<file path="config.mk">
export PLATFORM = sky130hd
export DESIGN_NAME = sd_sector_buffer_flat
export DESIGN_NICKNAME = d
export VERILOG_FILES = /design/src/verilog/board_bus_pkg.sv /design/src/verilog/bus_target_if.sv /design/src/verilog/sd_sector_buffer.sv /design/src/flat_wrapper.sv
export SDC_FILE = /design/constraint.sdc
export NUM_CORES = 2
export LEC_CHECK = 0
export BUFFER_PORTS_ARGS = -buffer_cell sky130_fd_sc_hd__buf_4
export CELL_PAD_IN_SITES_DETAIL_PLACEMENT = 1
export CELL_PAD_IN_SITES_GLOBAL_PLACEMENT = 1
export CORE_UTILIZATION = 56
export DETAILED_ROUTE_END_ITERATION = 16
export PLACE_DENSITY_LB_ADDON = 0.1
export SETUP_SLACK_MARGIN = 0.15
export SYNTH_ARGS = -nofsm -noshare
export SYNTH_HDL_FRONTEND = slang
export SYNTH_SLANG_ARGS = --single-unit
</file>
<file path="constraint.sdc">
create_clock -name CLOCK_50 -period 3.95 [get_ports CLOCK_50]
set_input_delay 0.1975 -clock CLOCK_50 [delete_from_list [all_inputs] [get_ports CLOCK_50]]
set_output_delay 0.1975 -clock CLOCK_50 [all_outputs]
set_load 0.05 [all_outputs]
</file>
<file path="src/verilog/board_bus_pkg.sv">
package board_bus_pkg;

    // bus widths
    localparam int addr_w = 64;
    localparam int data_w = 64;

    // data RAM window
    localparam logic [addr_w-1:0] ram_base = 64'h0000_0000_0000_1000;
    localparam int ram_words = 1024;
    localparam int ram_idx_w = $clog2(ram_words);

    // single registers
    localparam logic [addr_w-1:0] key_addr = 64'h0000_0000_0000_2000;
    localparam logic [addr_w-1:0] art_addr = 64'h0000_0000_0000_2008;

    // SD controller registers and sector window
    localparam logic [addr_w-1:0] sdc_addr_reg  = 64'h0000_0000_0000_2010;
    localparam logic [addr_w-1:0] sdc_read_reg  = 64'h0000_0000_0000_2018;
    localparam logic [addr_w-1:0] sdc_ready_reg = 64'h0000_0000_0000_2020;
    localparam logic [addr_w-1:0] sdc_avail_reg = 64'h0000_0000_0000_2028;
    localparam logic [addr_w-1:0] sdc_base      = 64'h0000_0000_0000_3000;
    localparam int sector_bytes = 512;
    localparam int sector_idx_w = $clog2(sector_bytes);
    localparam int sd_addr_w    = 32;

    // load opcodes, bit 2 marks the unsigned forms
    typedef enum logic [2:0] {
        load_lb  = 3'b000,
        load_lh  = 3'b001,
        load_lw  = 3'b010,
        load_ld  = 3'b011,
        load_lbu = 3'b100,
        load_lhu = 3'b101,
        load_lwu = 3'b110
    } load_type_e;

    typedef enum logic [2:0] {
        store_sb = 3'b000,
        store_sh = 3'b001,
        store_sw = 3'b010,
        store_sd = 3'b011
    } store_type_e;

    typedef enum logic [1:0] {
        sd_idle,
        sd_reading,
        sd_full
    } sd_buf_state_e;

endpackage

</file>
<file path="src/verilog/bus_target_if.sv">
`timescale 1ns/1ps

interface bus_target_if;

    // decoded region hit and raw CPU strobes
    logic sel;
    logic read_en;
    logic write_en;
    logic [board_bus_pkg::addr_w-1:0] addr;
    logic [board_bus_pkg::data_w-1:0] wdata;
    board_bus_pkg::load_type_e  rtype;
    board_bus_pkg::store_type_e wtype;

    // response, rdone is a one-cycle pulse with rdata valid
    logic [board_bus_pkg::data_w-1:0] rdata;
    logic rdone;

    modport fabric (
        output sel,
        output read_en,
        output write_en,
        output addr,
        output wdata,
        output rtype,
        output wtype,
        input  rdata,
        input  rdone
    );

    modport target (
        input  sel,
        input  read_en,
        input  write_en,
        input  addr,
        input  wdata,
        input  rtype,
        input  wtype,
        output rdata,
        output rdone
    );

endinterface

</file>
<file path="src/verilog/sd_sector_buffer.sv">
`timescale 1ns/1ps

module sd_sector_buffer (
    input  logic CLOCK_50,
    input  logic KEY0,
    bus_target_if.target bus,
    output logic sd_rd_start,
    output logic [board_bus_pkg::sd_addr_w-1:0] sd_addr,
    input  logic sd_ready,
    input  logic sd_byte_available,
    input  logic [7:0] sd_dout
);

    logic [7:0] cache [0:board_bus_pkg::sector_bytes-1];

    board_bus_pkg::sd_buf_state_e state;
    logic [board_bus_pkg::sector_idx_w:0] byte_index;
    logic byte_avail_d;
    logic byte_rise;
    logic rd_req;
    logic wr_req;
    logic start_req;
    logic capture;
    logic in_window;
    logic [board_bus_pkg::addr_w-1:0] win_off;
    logic [board_bus_pkg::sector_idx_w-1:0] win_idx;

    assign rd_req    = bus.sel && bus.read_en;
    assign wr_req    = bus.sel && bus.write_en;
    assign start_req = wr_req && (bus.addr == board_bus_pkg::sdc_read_reg);
    assign byte_rise = sd_byte_available && !byte_avail_d;
    assign capture   = (state == board_bus_pkg::sd_reading) && byte_rise && !start_req &&
                       (byte_index != board_bus_pkg::sector_bytes);
    assign in_window = (bus.addr >= board_bus_pkg::sdc_base);
    assign win_off   = bus.addr - board_bus_pkg::sdc_base;
    assign win_idx   = win_off[board_bus_pkg::sector_idx_w-1:0];

    always_ff @(posedge CLOCK_50 or negedge KEY0) begin
        if (!KEY0) begin
            state        <= board_bus_pkg::sd_idle;
            byte_index   <= '0;
            byte_avail_d <= 1'b0;
            sd_rd_start  <= 1'b0;
            sd_addr      <= '0;
            bus.rdone    <= 1'b0;
        end else begin
            byte_avail_d <= sd_byte_available;
            bus.rdone    <= rd_req;
            if (wr_req && (bus.addr == board_bus_pkg::sdc_addr_reg)) begin
                sd_addr <= bus.wdata[board_bus_pkg::sd_addr_w-1:0];
            end
            // held until the controller reports ready
            if (start_req) begin
                sd_rd_start <= 1'b1;
            end else if (sd_ready) begin
                sd_rd_start <= 1'b0;
            end
            if (start_req) begin
                state      <= board_bus_pkg::sd_reading;
                byte_index <= '0;
            end else if (state == board_bus_pkg::sd_reading) begin
                if (byte_index == board_bus_pkg::sector_bytes) begin
                    state      <= board_bus_pkg::sd_full;
                    byte_index <= '0;
                end else if (capture) begin
                    byte_index <= byte_index + 1'b1;
                end
            end
        end
    end

    always_ff @(posedge CLOCK_50) begin
        if (capture) begin
            cache[byte_index[board_bus_pkg::sector_idx_w-1:0]] <= sd_dout;
        end
        if (rd_req) begin
            if (in_window) begin
                bus.rdata <= {{(board_bus_pkg::data_w - 8){1'b0}}, cache[win_idx]};
            end else begin
                case (bus.addr)
                    board_bus_pkg::sdc_ready_reg: bus.rdata <= {63'd0, sd_ready};
                    board_bus_pkg::sdc_avail_reg:
                        bus.rdata <= {63'd0, state == board_bus_pkg::sd_full};
                    board_bus_pkg::sdc_addr_reg: bus.rdata <= {32'd0, sd_addr};
                    default: bus.rdata <= '0;
                endcase
            end
        end
    end

    // write pointer stays inside the sector
    a_index_range: assert property (@(posedge CLOCK_50) disable iff (!KEY0)
        byte_index <= board_bus_pkg::sector_bytes);

endmodule

</file>
<file path="src/flat_wrapper.sv">
// flat-port wrapper written by rule: the top's interface ports become plain ports
module sd_sector_buffer_flat 
  (CLOCK_50, KEY0, sd_rd_start, sd_addr, sd_ready, sd_byte_available, sd_dout, bus_sel, bus_read_en, bus_write_en, bus_addr, bus_wdata, bus_rtype, bus_wtype, bus_rdata, bus_rdone);
  bus_target_if bus_i ();
  input  logic CLOCK_50;
  input  logic KEY0;
  output logic sd_rd_start;
  output logic [board_bus_pkg::sd_addr_w-1:0] sd_addr;
  input  logic sd_ready;
  input  logic sd_byte_available;
  input  logic [7:0] sd_dout;
  input wire logic [$bits(bus_i.sel)-1:0] bus_sel;
  input wire logic [$bits(bus_i.read_en)-1:0] bus_read_en;
  input wire logic [$bits(bus_i.write_en)-1:0] bus_write_en;
  input wire logic [$bits(bus_i.addr)-1:0] bus_addr;
  input wire logic [$bits(bus_i.wdata)-1:0] bus_wdata;
  input wire logic [$bits(bus_i.rtype)-1:0] bus_rtype;
  input wire logic [$bits(bus_i.wtype)-1:0] bus_wtype;
  output wire logic [$bits(bus_i.rdata)-1:0] bus_rdata;
  output wire logic [$bits(bus_i.rdone)-1:0] bus_rdone;
  assign bus_i.sel = bus_sel;
  assign bus_i.read_en = bus_read_en;
  assign bus_i.write_en = bus_write_en;
  assign bus_i.addr = bus_addr;
  assign bus_i.wdata = bus_wdata;
  assign bus_i.rtype = bus_rtype;
  assign bus_i.wtype = bus_wtype;
  assign bus_rdata = bus_i.rdata;
  assign bus_rdone = bus_i.rdone;
  sd_sector_buffer u_core (.CLOCK_50(CLOCK_50), .KEY0(KEY0), .bus(bus_i), .sd_rd_start(sd_rd_start), .sd_addr(sd_addr), .sd_ready(sd_ready), .sd_byte_available(sd_byte_available), .sd_dout(sd_dout));
endmodule
</file>
# ---- After elaboration in Yosys (flattened, before gate mapping)
# Memories as Yosys holds them, arrays and structs flattened.
# Cells that the tools add are included.
dict set report word_totals {
  romBits 0
  out_inout_bits 98
  in_bits 149
  ff_bits 79
  memories 1
  ramBits 4096
  wordCells 49
  latch_bits 0
}
dict set report op_classes {
  muxes 13
  shift 0
  n_eq_ne 8
  magnitude_cmp 1
  bitwise 0
  n_addsub 2
  mul 0
  n_div 0
  reduce_logical 16
}
# name depth word_bits read_ports rd_clocked_by_memory_dff wr line_no
set mem_list {}
lappend mem_list {u_core.cache 512 8 1 0 1 sd_sector_buffer.sv:14} ;# logic [7:0] cache [0:board_bus_pkg::sector_bytes-1];
# cell n
set ops {}
lappend ops {{64-bit by 14-bit equality test with 1-bit output (second input constant)} 4}
lappend ops {{32-bit case mux with 3 select lines} 1}
lappend ops {{64-bit by 14-bit >= comparator with 1-bit output (second input constant)} 1}
lappend ops {{10-bit 2-to-1 mux} 4}
lappend ops {{10-bit by 1-bit adder with 10-bit output (second input constant)} 1}
lappend ops {{10-bit equality test (second input constant)} 1}
lappend ops {{10-bit != test (second input constant)} 1}
lappend ops {{9-bit by 1-bit subtractor with 9-bit output (second input constant)} 1}
lappend ops {{1-bit logical AND} 8}
lappend ops {{8-bit 2-to-1 mux} 1}
lappend ops {{2-bit 2-to-1 mux} 3}
lappend ops {{2-bit nonzero test} 3}
lappend ops {{1-bit 2-to-1 mux} 4}
lappend ops {{2-bit AND reduction} 2}
lappend ops {{3-bit nonzero test} 1}
lappend ops {{2-bit by 1-bit equality test with 1-bit output (second input constant)} 1}
lappend ops {{2-bit equality test (second input constant)} 1}
lappend ops {{1-bit zero test} 2}

# ---- Longest topological paths before layout
dict set report logic_depth {
  depth_word 9
  mapped_depth 15
  ltp_nobuf 8
}

# ---- Worst setup path before layout
# Ideal clock, no wire load.
dict set report synth_path {
  kind {input to register}
  startpoint {in bus_addr[0]}
  endpoint {mem u_core.cache[38][0], enable pin}
  cell_stages 12
  t_required_ps 3580
  slack_ps 1126
  t_arrival_ps 2454
  path_buffers 4
  cell_sequence {buf_6 > buf_6 > buf_6 > nor3_1 > nand4_1 > nor2_1 > nand4_1 > nand3_2 > nor3b_2 > nand2_1 > buf_2 > nor2_1}
}
dict set report synth_between {
  elab_chain_cells 7
}
# item line_no
set synth_rtl {}
lappend synth_rtl {{from (decl)} flat_wrapper.sv:15} ;# input wire logic [$bits(bus_i.addr)-1:0] bus_addr;
lappend synth_rtl {{64-bit by 14-bit equality test with 1-bit output} sd_sector_buffer.sv:30} ;# assign start_req = wr_req && (bus.addr == board_bus_pkg::sdc_read_reg);
lappend synth_rtl {{1-bit logical AND} sd_sector_buffer.sv:30}
lappend synth_rtl {{1-bit zero test} sd_sector_buffer.sv:32} ;# assign capture = (state == board_bus_pkg::sd_reading) && byte_rise && !start_req &&
lappend synth_rtl {{1-bit logical AND (2 in a row)} sd_sector_buffer.sv:32}
lappend synth_rtl {{1-bit 2-to-1 mux} sd_sector_buffer.sv:73} ;# if (capture) begin
lappend synth_rtl {{1-bit 2-to-1 mux (implied by the code)} sd_sector_buffer.sv:74} ;# cache[byte_index[board_bus_pkg::sector_idx_w-1:0]] <= sd_dout;
lappend synth_rtl {{to (decl)} sd_sector_buffer.sv:14}
# No other way between the ends.

# ---- Worst setup path after layout
dict set report layout_path {
  startpoint {reg u_core.byte_index[0] in the netlist's numbering}
  endpoint {mem u_core.cache[46][2], enable pin}
}
dict set report layout_between {
  elab_chain_cells 4
}
# item line_no
set layout_rtl {}
lappend layout_rtl {{from (decl)} sd_sector_buffer.sv:17} ;# logic [board_bus_pkg::sector_idx_w:0] byte_index;
lappend layout_rtl {{from (signal assigned)} sd_sector_buffer.sv:66} ;# byte_index <= byte_index + 1'b1;
lappend layout_rtl {{10-bit != test} sd_sector_buffer.sv:33} ;# (byte_index != board_bus_pkg::sector_bytes);
lappend layout_rtl {{1-bit logical AND} sd_sector_buffer.sv:32}
lappend layout_rtl {{1-bit 2-to-1 mux} sd_sector_buffer.sv:73}
lappend layout_rtl {{1-bit 2-to-1 mux (implied by the code)} sd_sector_buffer.sv:74}
# Several ways; a longest one is shown, not always the timed one.

==> qor.yml <==
switchingPower_uw: 21900
status: "finished clean"
drt-total-wl_mm: 511
maxSlewHeadroom_pct: 9.51
worst_pin_slew_ns: 1.36
crit_end: "u_core.cache[46][2]$_DFFE_PP_"
gp_congestion: 0.893
path_clk_slew_ns: 0.06
grt_max_degree: 153
overflow: 0
yosysUniqueCellTypes: 77
htree_levels: 5
fmax_mhz: 267
rsz0062_at_grt: "yes"
io_buffers: 176
first_global_vias: 89861
clockBufferDepth: 4
period_share_pct: 94.7
worstSetupStartpointType: "flip-flop"
post_drt_wl_per_cell_um: 39.4
critPathMaxFanout: 16
fp.dieW_um: 540
netlist_top_cells_area: "edfxtp_1, mux4_2, nor2_1, mux2i_1, dfrtp_1"
fp.coreArea_sq_mm: 0.288
track_usage_pct: 35.2
routed_via_density: 6.76
synthCells: 7544
r2r_slack_ns: 0.21
drive_gt1_share_pct: 32.2
p_leak_uw: 0.0620
r2r_start: "u_core.byte_index[0]$_DFFE_PN0P_"
crit_required_ns: 4.58
fillers: 23051
synth_top_cell_by_area: "edfxtp_1"
cts_setup_buffers: 0
rows: 197
async_flop_share_pct: 1.13
synth-edff-count: 4128
yosysWarningCount: 0
p_seq_share_pct: 51.7
syn_area_per_cell_sq_um: 21.5
cp-startpoint: "u_core.byte_index[0]$_DFFE_PN0P_"
hold_ws_ns: 0.0493
cts_buffers: 418
die_y_um: 540
clk_latency_ns: 0.96
vias: 87656
netlist_area_sq_mm: 0.162
dp_hpwl_mm: 324
syn2layout_area_growth_pct: 16.8
setup_viol: 0
cts_sinks: 4175
cts_tree: "yes"
r2r_end: "u_core.cache[46][2]$_DFFE_PP_"
grt_pass1_wl_mm: 709
ir_drop_mv: 0.428
critPathCaptureType: "flip-flop"
io_pins: 247
drt_iter0_markers: 12110
mostFrequentLayoutCell: "edfxtp_1"
layout_common_cells: "edfxtp_1, buf_4, mux4_2, nor2_1, clkbuf_16"
critical_path_class: "flip-flop to flip-flop"
cts-root-buf: "clkbuf_16"
dp_cells: 12124
die_area_sq_mm: 0.292
synth_flop_cell: "edfxtp_1"
fin_crit_ns: 3.74
postLayoutCellArea_sq_mm: 0.189
max-cap-violations: 0
hold_violations: 0
fin_skew_ns: 0.0458
crit_arrival_ns: 4.38
start_util_pct: 56.3
pwr-share-clk_pct: 40.9
final_nets: 8987
p_int_uw: 72600
final_antenna_net_count: 0
power_frac_comb_pct: 7.4
power_switching_share_pct: 23.2
pwr_density_cell_mw_per_mm2: 499
finalMaxSlewViolations: 0
drtPass1Iterations: 6
drc: 0
antenna_found_initial: 32
ys_ff_latch: 4175
postPlaceCellArea_sq_mm: 0.175
yosysSeqAreaShare_pct: 77.2
synth_top_area_share_pct: 76.4
final_cells: 12972
min_path_type: "input port to flip-flop"
rr_worst_depth: 10
final_core_util_pct: 65.7
worst max-delay path: stages (launching register included):
cell     delay (ns)
dfrtp_1        0.45
inv_1          0.11
ha_1           0.39
and2_1         0.24
nand4_1        0.24
nand3_2        0.28
nor3b_2        0.33
buf_12         0.25
nand2_1        0.38
nor2_1         0.50
buf_4          0.24
Yosys cell counts (5+ instances only):
cell type and n:
a22o_1 7, mux2i_1 212, a21oi_1 71, clkbuf_1 153
o21ai_0 38, nand3b_1 6, and2_1 34, o21ai_1 7
o31ai_1 9, nor3_1 16, buf_4 103, mux4_1 6
o221ai_1 11, a221oi_1 15, nand3_1 38, buf_12 5
and3_1 7, o22ai_1 96, buf_2 134, nor2_1 585
nor4_1 22, buf_8 9, buf_6 42, nand2b_1 12
a32o_1 7, mux4_2 1025, o211ai_1 20, inv_1 9
a211oi_1 57, buf_1 36, or4_1 10, nor2b_1 26
a32oi_1 31, dfrtp_1 47, nand2_1 251, a22oi_1 92
a31oi_1 28, edfxtp_1 4128, a2111oi_0 13, mux2_2 45
nand4_1 16
metal layers:
layer  wire length, um  up-vias  track usage [%]
met5               145        -                0
met4             29000       20             17.3
met3             47200     1094             6.27
met2            247000     5490             56.1
met1            187000    47004             47.4
li1                  -    34048                -
power groups by stage:
stage	sequential [uW]	clock, uW	combinational (uW)
global placement	49800	0	6680
CTS	48800	38900	6930
global route	48800	40400	7070
finish	48900	38600	7030
floorplan	49800	0	2720
detailed placement	49800	0	6840
cells by family after synthesis:
logic type,share of synthesized area [%]
muxes,16.0
xor gates and xnor gates,0.0270
AOI/OAI and AO/OA,2.24
other,0.00231
and+or+nand+nor,2.78
DFF,77.2
buffers and inverters,1.80
adders and majority gates,0.0309
sequential cells by signal, summed over array words and instances, names as in the netlist:
register             count
u_core.bus.rdata        32
u_core.sd_addr          32
u_core.state             2
u_core.byte_index       10
u_core.bus.rdone         1
u_core.byte_avail_d      1
u_core.sd_rd_start       1
u_core.cache          4096
area by class of cell:
class	instances	area (sq um)	share of cell area, %
antenna	15	37.5	0.0198
clock buffer	522	11100	5.88
tap	3781	4730	2.50
inverter	11	50.0	0.0264
sequential	4175	125000	66.1
timing repair buffer	1323	11800	6.25
multi-input combinational	2905	34500	18.2
clock inverter	240	2000	1.06
worst min path at each step:
| stage | start | endpoint | slack (ns) | cells after the start |
|---|---|---|---|---|
| after detailed placement | KEY0 | u_core.sd_rd_start$_DFFE_PN0P_ | 0.31 | 1 |
| final | bus_wdata[26] | u_core.sd_addr[26]$_DFFE_PN0P_ | 0.05 | 3 |
| after global placement | KEY0 | u_core.sd_rd_start$_DFFE_PN0P_ | 0.31 | 1 |
| after floorplan | KEY0 | u_core.bus.rdone$_DFF_PN0_ | -0.1 | 0 |
| after CTS | bus_wdata[11] | u_core.sd_addr[11]$_DFFE_PN0P_ | 0.004 | 3 |
| after global routing | bus_wdata[23] | u_core.sd_addr[23]$_DFFE_PN0P_ | 0.04 | 3 |
metrics by stage:
step,total power (uW),setup TNS [ns],setup slack [ns]
2_1_floorplan,52500,0,1.13
3_3_place_gp,56500,-0.478,-0.478
3_5_place_dp,56600,-0.554,-0.403
4_1_cts,94700,0,0.201
5_1_grt,96300,0,0.0779
6_report,94500,0,0.208
what timing repair did:
item	4_1_cts	5_1_grt
endpoints found under the hold margin	798	0
setup endpoints to repair	0	66
hold buffers	71	0
gates resized for setup	0	5
Power figures use the tool's default switching activity.
