**src/verilog/board_bus_pkg.sv**
```systemverilog
package board_bus_pkg;

    // bus widths
    localparam int addr_w = 64;
    localparam int data_w = 64;

    // data RAM window
    localparam logic [addr_w-1:0] ram_base = 64'h0000_0000_0000_1000;
    localparam int ram_words = 1024;
    localparam int ram_idx_w = $clog2(ram_words);

    // single registers
    localparam logic [addr_w-1:0] key_addr = 64'h0000_0000_0000_2000;
    localparam logic [addr_w-1:0] art_addr = 64'h0000_0000_0000_2008;

    // SD controller registers and sector window
    localparam logic [addr_w-1:0] sdc_addr_reg  = 64'h0000_0000_0000_2010;
    localparam logic [addr_w-1:0] sdc_read_reg  = 64'h0000_0000_0000_2018;
    localparam logic [addr_w-1:0] sdc_ready_reg = 64'h0000_0000_0000_2020;
    localparam logic [addr_w-1:0] sdc_avail_reg = 64'h0000_0000_0000_2028;
    localparam logic [addr_w-1:0] sdc_base      = 64'h0000_0000_0000_3000;
    localparam int sector_bytes = 512;
    localparam int sector_idx_w = $clog2(sector_bytes);
    localparam int sd_addr_w    = 32;

    // load opcodes, bit 2 marks the unsigned forms
    typedef enum logic [2:0] {
        load_lb  = 3'b000,
        load_lh  = 3'b001,
        load_lw  = 3'b010,
        load_ld  = 3'b011,
        load_lbu = 3'b100,
        load_lhu = 3'b101,
        load_lwu = 3'b110
    } load_type_e;

    typedef enum logic [2:0] {
        store_sb = 3'b000,
        store_sh = 3'b001,
        store_sw = 3'b010,
        store_sd = 3'b011
    } store_type_e;

    typedef enum logic [1:0] {
        sd_idle,
        sd_reading,
        sd_full
    } sd_buf_state_e;

endpackage

```
**src/verilog/bus_target_if.sv**
```systemverilog
`timescale 1ns/1ps

interface bus_target_if;

    // decoded region hit and raw CPU strobes
    logic sel;
    logic read_en;
    logic write_en;
    logic [board_bus_pkg::addr_w-1:0] addr;
    logic [board_bus_pkg::data_w-1:0] wdata;
    board_bus_pkg::load_type_e  rtype;
    board_bus_pkg::store_type_e wtype;

    // response, rdone is a one-cycle pulse with rdata valid
    logic [board_bus_pkg::data_w-1:0] rdata;
    logic rdone;

    modport fabric (
        output sel,
        output read_en,
        output write_en,
        output addr,
        output wdata,
        output rtype,
        output wtype,
        input  rdata,
        input  rdone
    );

    modport target (
        input  sel,
        input  read_en,
        input  write_en,
        input  addr,
        input  wdata,
        input  rtype,
        input  wtype,
        output rdata,
        output rdone
    );

endinterface

```
**src/verilog/bus_fabric.sv**
```systemverilog
`timescale 1ns/1ps

module bus_fabric (
    input  logic CLOCK_50,
    input  logic KEY0,
    input  logic [board_bus_pkg::addr_w-1:0] bus_address,
    input  logic [board_bus_pkg::data_w-1:0] bus_write_data,
    input  logic bus_write_enable,
    input  logic bus_read_enable,
    input  logic [2:0] bus_read_type,
    input  logic [2:0] bus_write_type,
    input  logic [7:0] key_ascii,
    output logic [board_bus_pkg::data_w-1:0] bus_read_data,
    output logic bus_read_done,
    output logic uart_write,
    output logic [7:0] uart_data,
    bus_target_if.fabric ram_bus,
    bus_target_if.fabric sd_bus
);

    logic ram_sel;
    logic key_sel;
    logic art_sel;
    logic sdc_sel;
    logic rsp_valid;
    logic [board_bus_pkg::data_w-1:0] rsp_data;
    logic art_wr;
    logic art_wr_d;

    // address map decode
    assign ram_sel = (bus_address >= board_bus_pkg::ram_base) &&
                     (bus_address < board_bus_pkg::ram_base + board_bus_pkg::ram_words * 4);
    assign key_sel = (bus_address == board_bus_pkg::key_addr);
    assign art_sel = (bus_address == board_bus_pkg::art_addr);
    assign sdc_sel = (bus_address == board_bus_pkg::sdc_addr_reg) ||
                     (bus_address == board_bus_pkg::sdc_read_reg) ||
                     (bus_address == board_bus_pkg::sdc_ready_reg) ||
                     (bus_address == board_bus_pkg::sdc_avail_reg) ||
                     ((bus_address >= board_bus_pkg::sdc_base) &&
                      (bus_address < board_bus_pkg::sdc_base + board_bus_pkg::sector_bytes));

    assign ram_bus.sel      = ram_sel;
    assign ram_bus.read_en  = bus_read_enable;
    assign ram_bus.write_en = bus_write_enable;
    assign ram_bus.addr     = bus_address;
    assign ram_bus.wdata    = bus_write_data;
    assign ram_bus.rtype    = board_bus_pkg::load_type_e'(bus_read_type);
    assign ram_bus.wtype    = board_bus_pkg::store_type_e'(bus_write_type);

    assign sd_bus.sel      = sdc_sel;
    assign sd_bus.read_en  = bus_read_enable;
    assign sd_bus.write_en = bus_write_enable;
    assign sd_bus.addr     = bus_address;
    assign sd_bus.wdata    = bus_write_data;
    assign sd_bus.rtype    = board_bus_pkg::load_type_e'(bus_read_type);
    assign sd_bus.wtype    = board_bus_pkg::store_type_e'(bus_write_type);

    // read return mux
    always_comb begin
        rsp_valid = 1'b0;
        rsp_data  = '0;
        if (ram_sel) begin
            rsp_valid = ram_bus.rdone;
            rsp_data  = ram_bus.rdata;
        end else if (sdc_sel) begin
            rsp_valid = sd_bus.rdone;
            rsp_data  = sd_bus.rdata;
        end else if (key_sel) begin
            rsp_valid = 1'b1;
            rsp_data  = {{(board_bus_pkg::data_w - 8){1'b0}}, key_ascii};
        end else begin
            // console and unmapped addresses read as zero
            rsp_valid = 1'b1;
        end
    end

    always_ff @(posedge CLOCK_50 or negedge KEY0) begin
        if (!KEY0) begin
            bus_read_done <= 1'b1;
        end else if (bus_read_enable) begin
            bus_read_done <= 1'b0;
        end else if (!bus_read_done && rsp_valid) begin
            bus_read_done <= 1'b1;
        end
    end

    always_ff @(posedge CLOCK_50) begin
        if (!bus_read_done && rsp_valid) begin
            bus_read_data <= rsp_data;
        end
    end

    // console strobe, one pulse per write even if held
    assign art_wr = bus_write_enable && art_sel;

    always_ff @(posedge CLOCK_50 or negedge KEY0) begin
        if (!KEY0) begin
            art_wr_d   <= 1'b0;
            uart_write <= 1'b0;
        end else begin
            art_wr_d   <= art_wr;
            uart_write <= art_wr && !art_wr_d;
        end
    end

    always_ff @(posedge CLOCK_50) begin
        if (art_wr && !art_wr_d) begin
            uart_data <= bus_write_data[7:0];
        end
    end

    // regions of the map must never overlap
    a_one_region: assert property (@(posedge CLOCK_50) disable iff (!KEY0)
        $onehot0({ram_sel, key_sel, art_sel, sdc_sel}));

endmodule

```
**src/flat_wrapper.sv**
```systemverilog
// flat-port wrapper written by rule: the top's interface ports become plain ports
module bus_fabric_flat 
  (CLOCK_50, KEY0, bus_address, bus_write_data, bus_write_enable, bus_read_enable, bus_read_type, bus_write_type, key_ascii, bus_read_data, bus_read_done, uart_write, uart_data, ram_bus_sel, ram_bus_read_en, ram_bus_write_en, ram_bus_addr, ram_bus_wdata, ram_bus_rtype, ram_bus_wtype, ram_bus_rdata, ram_bus_rdone, sd_bus_sel, sd_bus_read_en, sd_bus_write_en, sd_bus_addr, sd_bus_wdata, sd_bus_rtype, sd_bus_wtype, sd_bus_rdata, sd_bus_rdone);
  bus_target_if ram_bus_i ();
  bus_target_if sd_bus_i ();
  input  logic CLOCK_50;
  input  logic KEY0;
  input  logic [board_bus_pkg::addr_w-1:0] bus_address;
  input  logic [board_bus_pkg::data_w-1:0] bus_write_data;
  input  logic bus_write_enable;
  input  logic bus_read_enable;
  input  logic [2:0] bus_read_type;
  input  logic [2:0] bus_write_type;
  input  logic [7:0] key_ascii;
  output logic [board_bus_pkg::data_w-1:0] bus_read_data;
  output logic bus_read_done;
  output logic uart_write;
  output logic [7:0] uart_data;
  output wire logic [$bits(ram_bus_i.sel)-1:0] ram_bus_sel;
  output wire logic [$bits(ram_bus_i.read_en)-1:0] ram_bus_read_en;
  output wire logic [$bits(ram_bus_i.write_en)-1:0] ram_bus_write_en;
  output wire logic [$bits(ram_bus_i.addr)-1:0] ram_bus_addr;
  output wire logic [$bits(ram_bus_i.wdata)-1:0] ram_bus_wdata;
  output wire logic [$bits(ram_bus_i.rtype)-1:0] ram_bus_rtype;
  output wire logic [$bits(ram_bus_i.wtype)-1:0] ram_bus_wtype;
  input wire logic [$bits(ram_bus_i.rdata)-1:0] ram_bus_rdata;
  input wire logic [$bits(ram_bus_i.rdone)-1:0] ram_bus_rdone;
  output wire logic [$bits(sd_bus_i.sel)-1:0] sd_bus_sel;
  output wire logic [$bits(sd_bus_i.read_en)-1:0] sd_bus_read_en;
  output wire logic [$bits(sd_bus_i.write_en)-1:0] sd_bus_write_en;
  output wire logic [$bits(sd_bus_i.addr)-1:0] sd_bus_addr;
  output wire logic [$bits(sd_bus_i.wdata)-1:0] sd_bus_wdata;
  output wire logic [$bits(sd_bus_i.rtype)-1:0] sd_bus_rtype;
  output wire logic [$bits(sd_bus_i.wtype)-1:0] sd_bus_wtype;
  input wire logic [$bits(sd_bus_i.rdata)-1:0] sd_bus_rdata;
  input wire logic [$bits(sd_bus_i.rdone)-1:0] sd_bus_rdone;
  assign ram_bus_sel = ram_bus_i.sel;
  assign ram_bus_read_en = ram_bus_i.read_en;
  assign ram_bus_write_en = ram_bus_i.write_en;
  assign ram_bus_addr = ram_bus_i.addr;
  assign ram_bus_wdata = ram_bus_i.wdata;
  assign ram_bus_rtype = ram_bus_i.rtype;
  assign ram_bus_wtype = ram_bus_i.wtype;
  assign ram_bus_i.rdata = ram_bus_rdata;
  assign ram_bus_i.rdone = ram_bus_rdone;
  assign sd_bus_sel = sd_bus_i.sel;
  assign sd_bus_read_en = sd_bus_i.read_en;
  assign sd_bus_write_en = sd_bus_i.write_en;
  assign sd_bus_addr = sd_bus_i.addr;
  assign sd_bus_wdata = sd_bus_i.wdata;
  assign sd_bus_rtype = sd_bus_i.rtype;
  assign sd_bus_wtype = sd_bus_i.wtype;
  assign sd_bus_i.rdata = sd_bus_rdata;
  assign sd_bus_i.rdone = sd_bus_rdone;
  bus_fabric u_core (.CLOCK_50(CLOCK_50), .KEY0(KEY0), .bus_address(bus_address), .bus_write_data(bus_write_data), .bus_write_enable(bus_write_enable), .bus_read_enable(bus_read_enable), .bus_read_type(bus_read_type), .bus_write_type(bus_write_type), .key_ascii(key_ascii), .bus_read_data(bus_read_data), .bus_read_done(bus_read_done), .uart_write(uart_write), .uart_data(uart_data), .ram_bus(ram_bus_i), .sd_bus(sd_bus_i));
endmodule
```
**config.mk**
```make
export PLATFORM = sky130hd
export DESIGN_NAME = bus_fabric_flat
export DESIGN_NICKNAME = d
export VERILOG_FILES = /design/src/verilog/board_bus_pkg.sv /design/src/verilog/bus_target_if.sv /design/src/verilog/bus_fabric.sv /design/src/flat_wrapper.sv
export SDC_FILE = /design/constraint.sdc
export NUM_CORES = 1
export LEC_CHECK = 0
export ABC_AREA = 1
export BUFFER_PORTS_ARGS = -buffer_cell sky130_fd_sc_hd__buf_2
export CORE_AREA = 2 2 246 248
export CTS_CLUSTER_DIAMETER = 40
export CTS_CLUSTER_SIZE = 8
export DETAILED_ROUTE_END_ITERATION = 12
export DIE_AREA = 0 0 248 250
export SLEW_MARGIN = 20
export SYNTH_ARGS = -nofsm -noshare
export SYNTH_HDL_FRONTEND = slang
export SYNTH_SLANG_ARGS = --single-unit
```
**constraint.sdc**
```tcl
create_clock -name CLOCK_50 -period 4.83 [get_ports CLOCK_50]
set_input_delay 0.2415 -clock CLOCK_50 [delete_from_list [all_inputs] [get_ports CLOCK_50]]
set_output_delay 0.2415 -clock CLOCK_50 [all_outputs]
set_load 0.1 [all_outputs]
```
# [Yosys cells after proc, flatten, opt, wreduce, memory -nomap -nowiden]
# Index checks and enable logic that the tools add are counted.
[totals] word_cells=34 input_bits=276 reg_bits=75
[classes] mux=7 order_cmp=4 n_reduce_logical=12 n_eq_ne=6
[ops] cell="equality test 64 x 14 -> 1 bit, second input constant" count=6
[ops] cell="less-than comparator 64 x 14 -> 1 bit, second input constant" count=2
[ops] cell="two-way mux 64 bit" count=2
[ops] cell="greater-or-equal comparator 64 x 13 -> 1 bit, second input constant" count=1
[ops] cell="greater-or-equal comparator 64 x 14 -> 1 bit, second input constant" count=1
[ops] cell="two-way mux 8 bit" count=1
[ops] cell="logical AND 1 bit" count=5
[ops] cell="logical OR 1 bit" count=4
[ops] cell="two-way mux 1 bit" count=4
[ops] cell="logical NOT 1 bit" count=2
[ops] cell="nonzero test 2 bit" count=1

# [Longest topological paths before layout]
[logic_depth] ltp_word=10 ltp_mapped=13

# [Worst setup path after synthesis]
# No wires, ideal clock.
[synth_path] kind="input to register" from="in bus_address[42] in the netlist's numbering" to="reg u_core.bus_read_data[0] in the netlist's numbering, enable pin" arrival_ns=3.542 path_stages=11 setup_ns=0.487 path_buffers=1 path_slack_ns=0.801 cell_sequence="inv_1 > nand2_1 > nor2_1 > nand2_1 > nor2_1 > nand2_1 > nor2_2 > buf_2 > nand3_1 > nand2_1 > nor2_1"
[synth_via] elab_chain_len=8
[synth_rtl] element="start, declared" line_no="flat_wrapper.sv:8" rtl="input logic [board_bus_pkg::addr_w-1:0] bus_address;"
[synth_rtl] element="branches (longest 6 deep; another with greater-or-equal comparator 64 x 14 -> 1 bit)"
[synth_rtl] element="two-way mux 1 bit *" line_no="bus_fabric.sv:62" rtl="if (ram_sel) begin"
[synth_rtl] element="logical AND 1 bit *" line_no="bus_fabric.sv:88" rtl="if (!bus_read_done && rsp_valid) begin"
[synth_rtl] element="end signal, assigned" line_no="bus_fabric.sv:89" rtl="bus_read_data <= rsp_data;"
[synth_rtl] element="end, declared" line_no="bus_fabric.sv:13" rtl="output logic [board_bus_pkg::data_w-1:0] bus_read_data,"
# Every way passes the cells marked *.
# A chain may end at the register's enable or synchronous reset.

# [Final worst setup path]
[layout_path] from="in bus_address[19] in the netlist's numbering" to="out ram_bus_sel"
[layout_via] elab_chain_len=2
[layout_rtl] element="greater-or-equal comparator 64 x 13 -> 1 bit / less-than comparator 64 x 14 -> 1 bit (equally long branches)" line_no="bus_fabric.sv:31, bus_fabric.sv:32"
[layout_rtl] element="logical AND 1 bit *" line_no="bus_fabric.sv:31" rtl="assign ram_sel = (bus_address >= board_bus_pkg::ram_base) &&"
[layout_rtl] element="end, declared" line_no="flat_wrapper.sv:19" rtl="output wire logic [$bits(ram_bus_i.sel)-1:0] ram_bus_sel;"
# Mark *: on every way between the ends. The rest lies on a longest branch, timed or not.

==> run summary <==
CTS tree: done
layout cells sized above 1: 53.91%
Synth top cells by count: buf_4, nand2_1, edfxtp_1
Slew Limit Fails: 0
Die Ht: 250 um
Nets: 1141
Netlist Area Pre-Place: 5758 um^2
crit-path cells: buf_2 -> nor2_1 -> nand2_1 -> nor2_1 -> nand2_1 -> nor2_2 -> nand2_2 -> inv_2 -> buf_2
vias per cell: 2.917
Leak: 0.003508 uW
final setup violating endpoints: 0
mux share of post-synthesis cell area: 0%
Post-Route WL: 30740 um
Hold Crit Class: primary input to flip-flop
final hold vios: 0
I/O pins: 624
Simple-Gate Fraction of Synth Area: 20.97%
antenna-violating nets left: 0
fin crit share: 76.90%
WHS Endpoint: u_core.uart_data[3]$_DFFE_PP_
post-synthesis compound-gate area fraction: 0.08692%
DIE WIDTH: 248 um
pre-CTS setup slack: 0.9138 ns
required time worst endpoint: 4.59 ns
status: finished clean
syn_area_per_cell: 8.238 um^2
first-pass GRT wire length: 38240 um
worst-path maximum fanout: 37
Crit Reg-Reg Startpoint: u_core.bus_read_done$_DFFE_PN1P_
Crit Path Class: primary input to output pin
Rel. slew slack: 39.68%
worst r2r dst: u_core.bus_read_data[58]$_DFFE_PP_
CTS Sinks: 75
worst hold path depth: 1
Tot GR Track Use: 9.297%
WP depth: 9
slowest library cell on the worst path: inv_2
Syn Nets: 975
HP Start: bus_write_data[3]
drt first pass iters: 4
initial drt markers: 235
IO buf count: 437
TritonCTS buffer count: 9
Post-synth EDFFs: 72
Post-Synth Adder-Cell Area: 0%
Synth top area share: 37.55%
clk root buf: clkbuf_16
main area contributors after synthesis: edfxtp_1, buf_4, nand2_1
H-Tree Depth: 3
Routed WL per cell: 18.57 um
worst slew pin tran: 0.9015 ns
via count: 4828
Hold Worst Slack: 0.1025 ns
Netlist cell types: 21
area grow syn2layout: 23.36%
PnR worst setup slack: 1.116 ns
RSZ-0062 raised after global routing: no
FF-to-FF path depth: 2
clk slew on worst S/H paths: 0.06 ns
maximum number of pins on one net before global-route repair: 65
startpoint type of the worst setup path: primary input
Syn. warnings: 0
flop-to-flop setup slack: 3.25 ns
DR DRC count: 0
total power: 2311 uW
Seq/Total Area, Yosys: 38.87%
worst-skew pair later-pin latency: 0.34 ns
Overflow after GRT: 0
Initial Utilization: 9.666%
family with the most delay on the worst path: simple AND/OR/NAND/NOR gates
detailed placer's ending HPWL: 27510 um
Post-synth ARST share: 4.000%
Max Buffers Root-to-Sink: 2
die area: 62000 um^2
maximum vdd ir drop: 0.2114 mV
Most used DFF post-synth: edfxtp_1
fin crit period: 3.714 ns
PwrDens: 325.4 nW/um^2
Synth Area in XOR/XNOR: 0%
maxcap violations: 0
Max Freq: 269.2 MHz
top-count cell post-synth: buf_4
CP arrival: 3.47 ns
Syn Inst Count: 699
vias in the first global route: 4348
largest family of logic cells by synthesized area: buffers and inverters
antenna violations before repair: 13
Yosys reg bits: 75
# rows: 90
worst path bufs/invs: 3
core footprint: 59570 um^2
gpl congestion: 0.8653
critical path capture point type: output pin
Fin Clk Skew: 0.008260 ns
Max stage delay on crit path: 0.61 ns
Setup TNS Final: 0 ns
cell taking the most area after synthesis: edfxtp_1
==> routing by layer <==
metal	global-route usage (%)	vias to the layer above	part of all wire (%)
li1	-	2245	-
met1	7.664	2067	28
met2	16.24	440	49
met3	7.797	60	20
met4	3.011	16	2.6
met5	0	-	0.32
==> how the worst max path moves through the flow <==
| stage | start | end | slack [ns] |
|---|---|---|---|
| 3_5_place_dp | bus_address[19] | ram_bus_sel | 0.91 |
| 3_3_place_gp | bus_address[19] | ram_bus_sel | 0.93 |
| 4_1_cts | bus_address[19] | ram_bus_sel | 0.91 |
| 2_1_floorplan | bus_address[42] | u_core.bus_read_data[0]$_DFFE_PP_ | 0.80 |
| 6_report | bus_address[19] | ram_bus_sel | 1.12 |
| 5_1_grt | bus_address[19] | ram_bus_sel | 0.80 |
==> power breakdown <==
group	switching (uW)	total [uW]	leakage, uW	internal [uW]
clock	276	624	0.000125	348
combinational	811	940	0.00267	129
sequential	7.94	747	0.000718	739
==> state kept, by name, summed over array words and instances, names as in the netlist <==
register              count
u_core.bus_read_data     64
u_core.uart_data          8
u_core.art_wr_d           1
u_core.bus_read_done      1
u_core.uart_write         1
==> kinds of logic after synthesis <==
family | after synthesis
compound gates | 1
simple gates | 296
flops | 75
buf+inv | 327
==> metrics by stage <==
| step | utilization (%) | cell area [um^2] | std cells |
|---|---|---|---|
| 2_1_floorplan | - | 5758 | 699 |
| 3_3_place_gp | 11.43 | 6807 | 1635 |
| 3_5_place_dp | 11.43 | 6807 | 1635 |
| 4_1_cts | 11.90 | 7087 | 1652 |
| 5_1_grt | 11.91 | 7096 | 1652 |
| 6_report | 11.92 | 7103 | 1655 |
==> cells in the final DEF (no fill, tap or decap), drive strengths merged <==
cell	instances
dfstp	1
clkinvlp	3
dlygate4sd3	1
nor4	1
or2	8
inv	41
clkinv	3
nor3b	1
clkbuf	10
nand4	12
nor2	38
edfxtp	72
diode	3
nor3	3
nand2	210
buf	440
nand3	23
dfrtp	2
a21oi	1
==> cell type report <==
class,count,area [um^2]
clock buffer,10,229.0
timing repair buffer,441,2220
clock inverter,6,41.29
fill,6912,52470
multi-input combinational,297,1235
antenna,3,7.507
tap,782,978.4
inverter,41,153.9
sequential,75,2238
==> what timing repair did <==
item                                   4_1_cts  5_1_grt
hold buffers                                 1        0
endpoints found under the hold margin        3        0
gates resized for setup                      0        0
setup endpoints to repair                    0        0
setup buffers                                0        0
No activity file was read; power rests on OpenSTA's default activity.
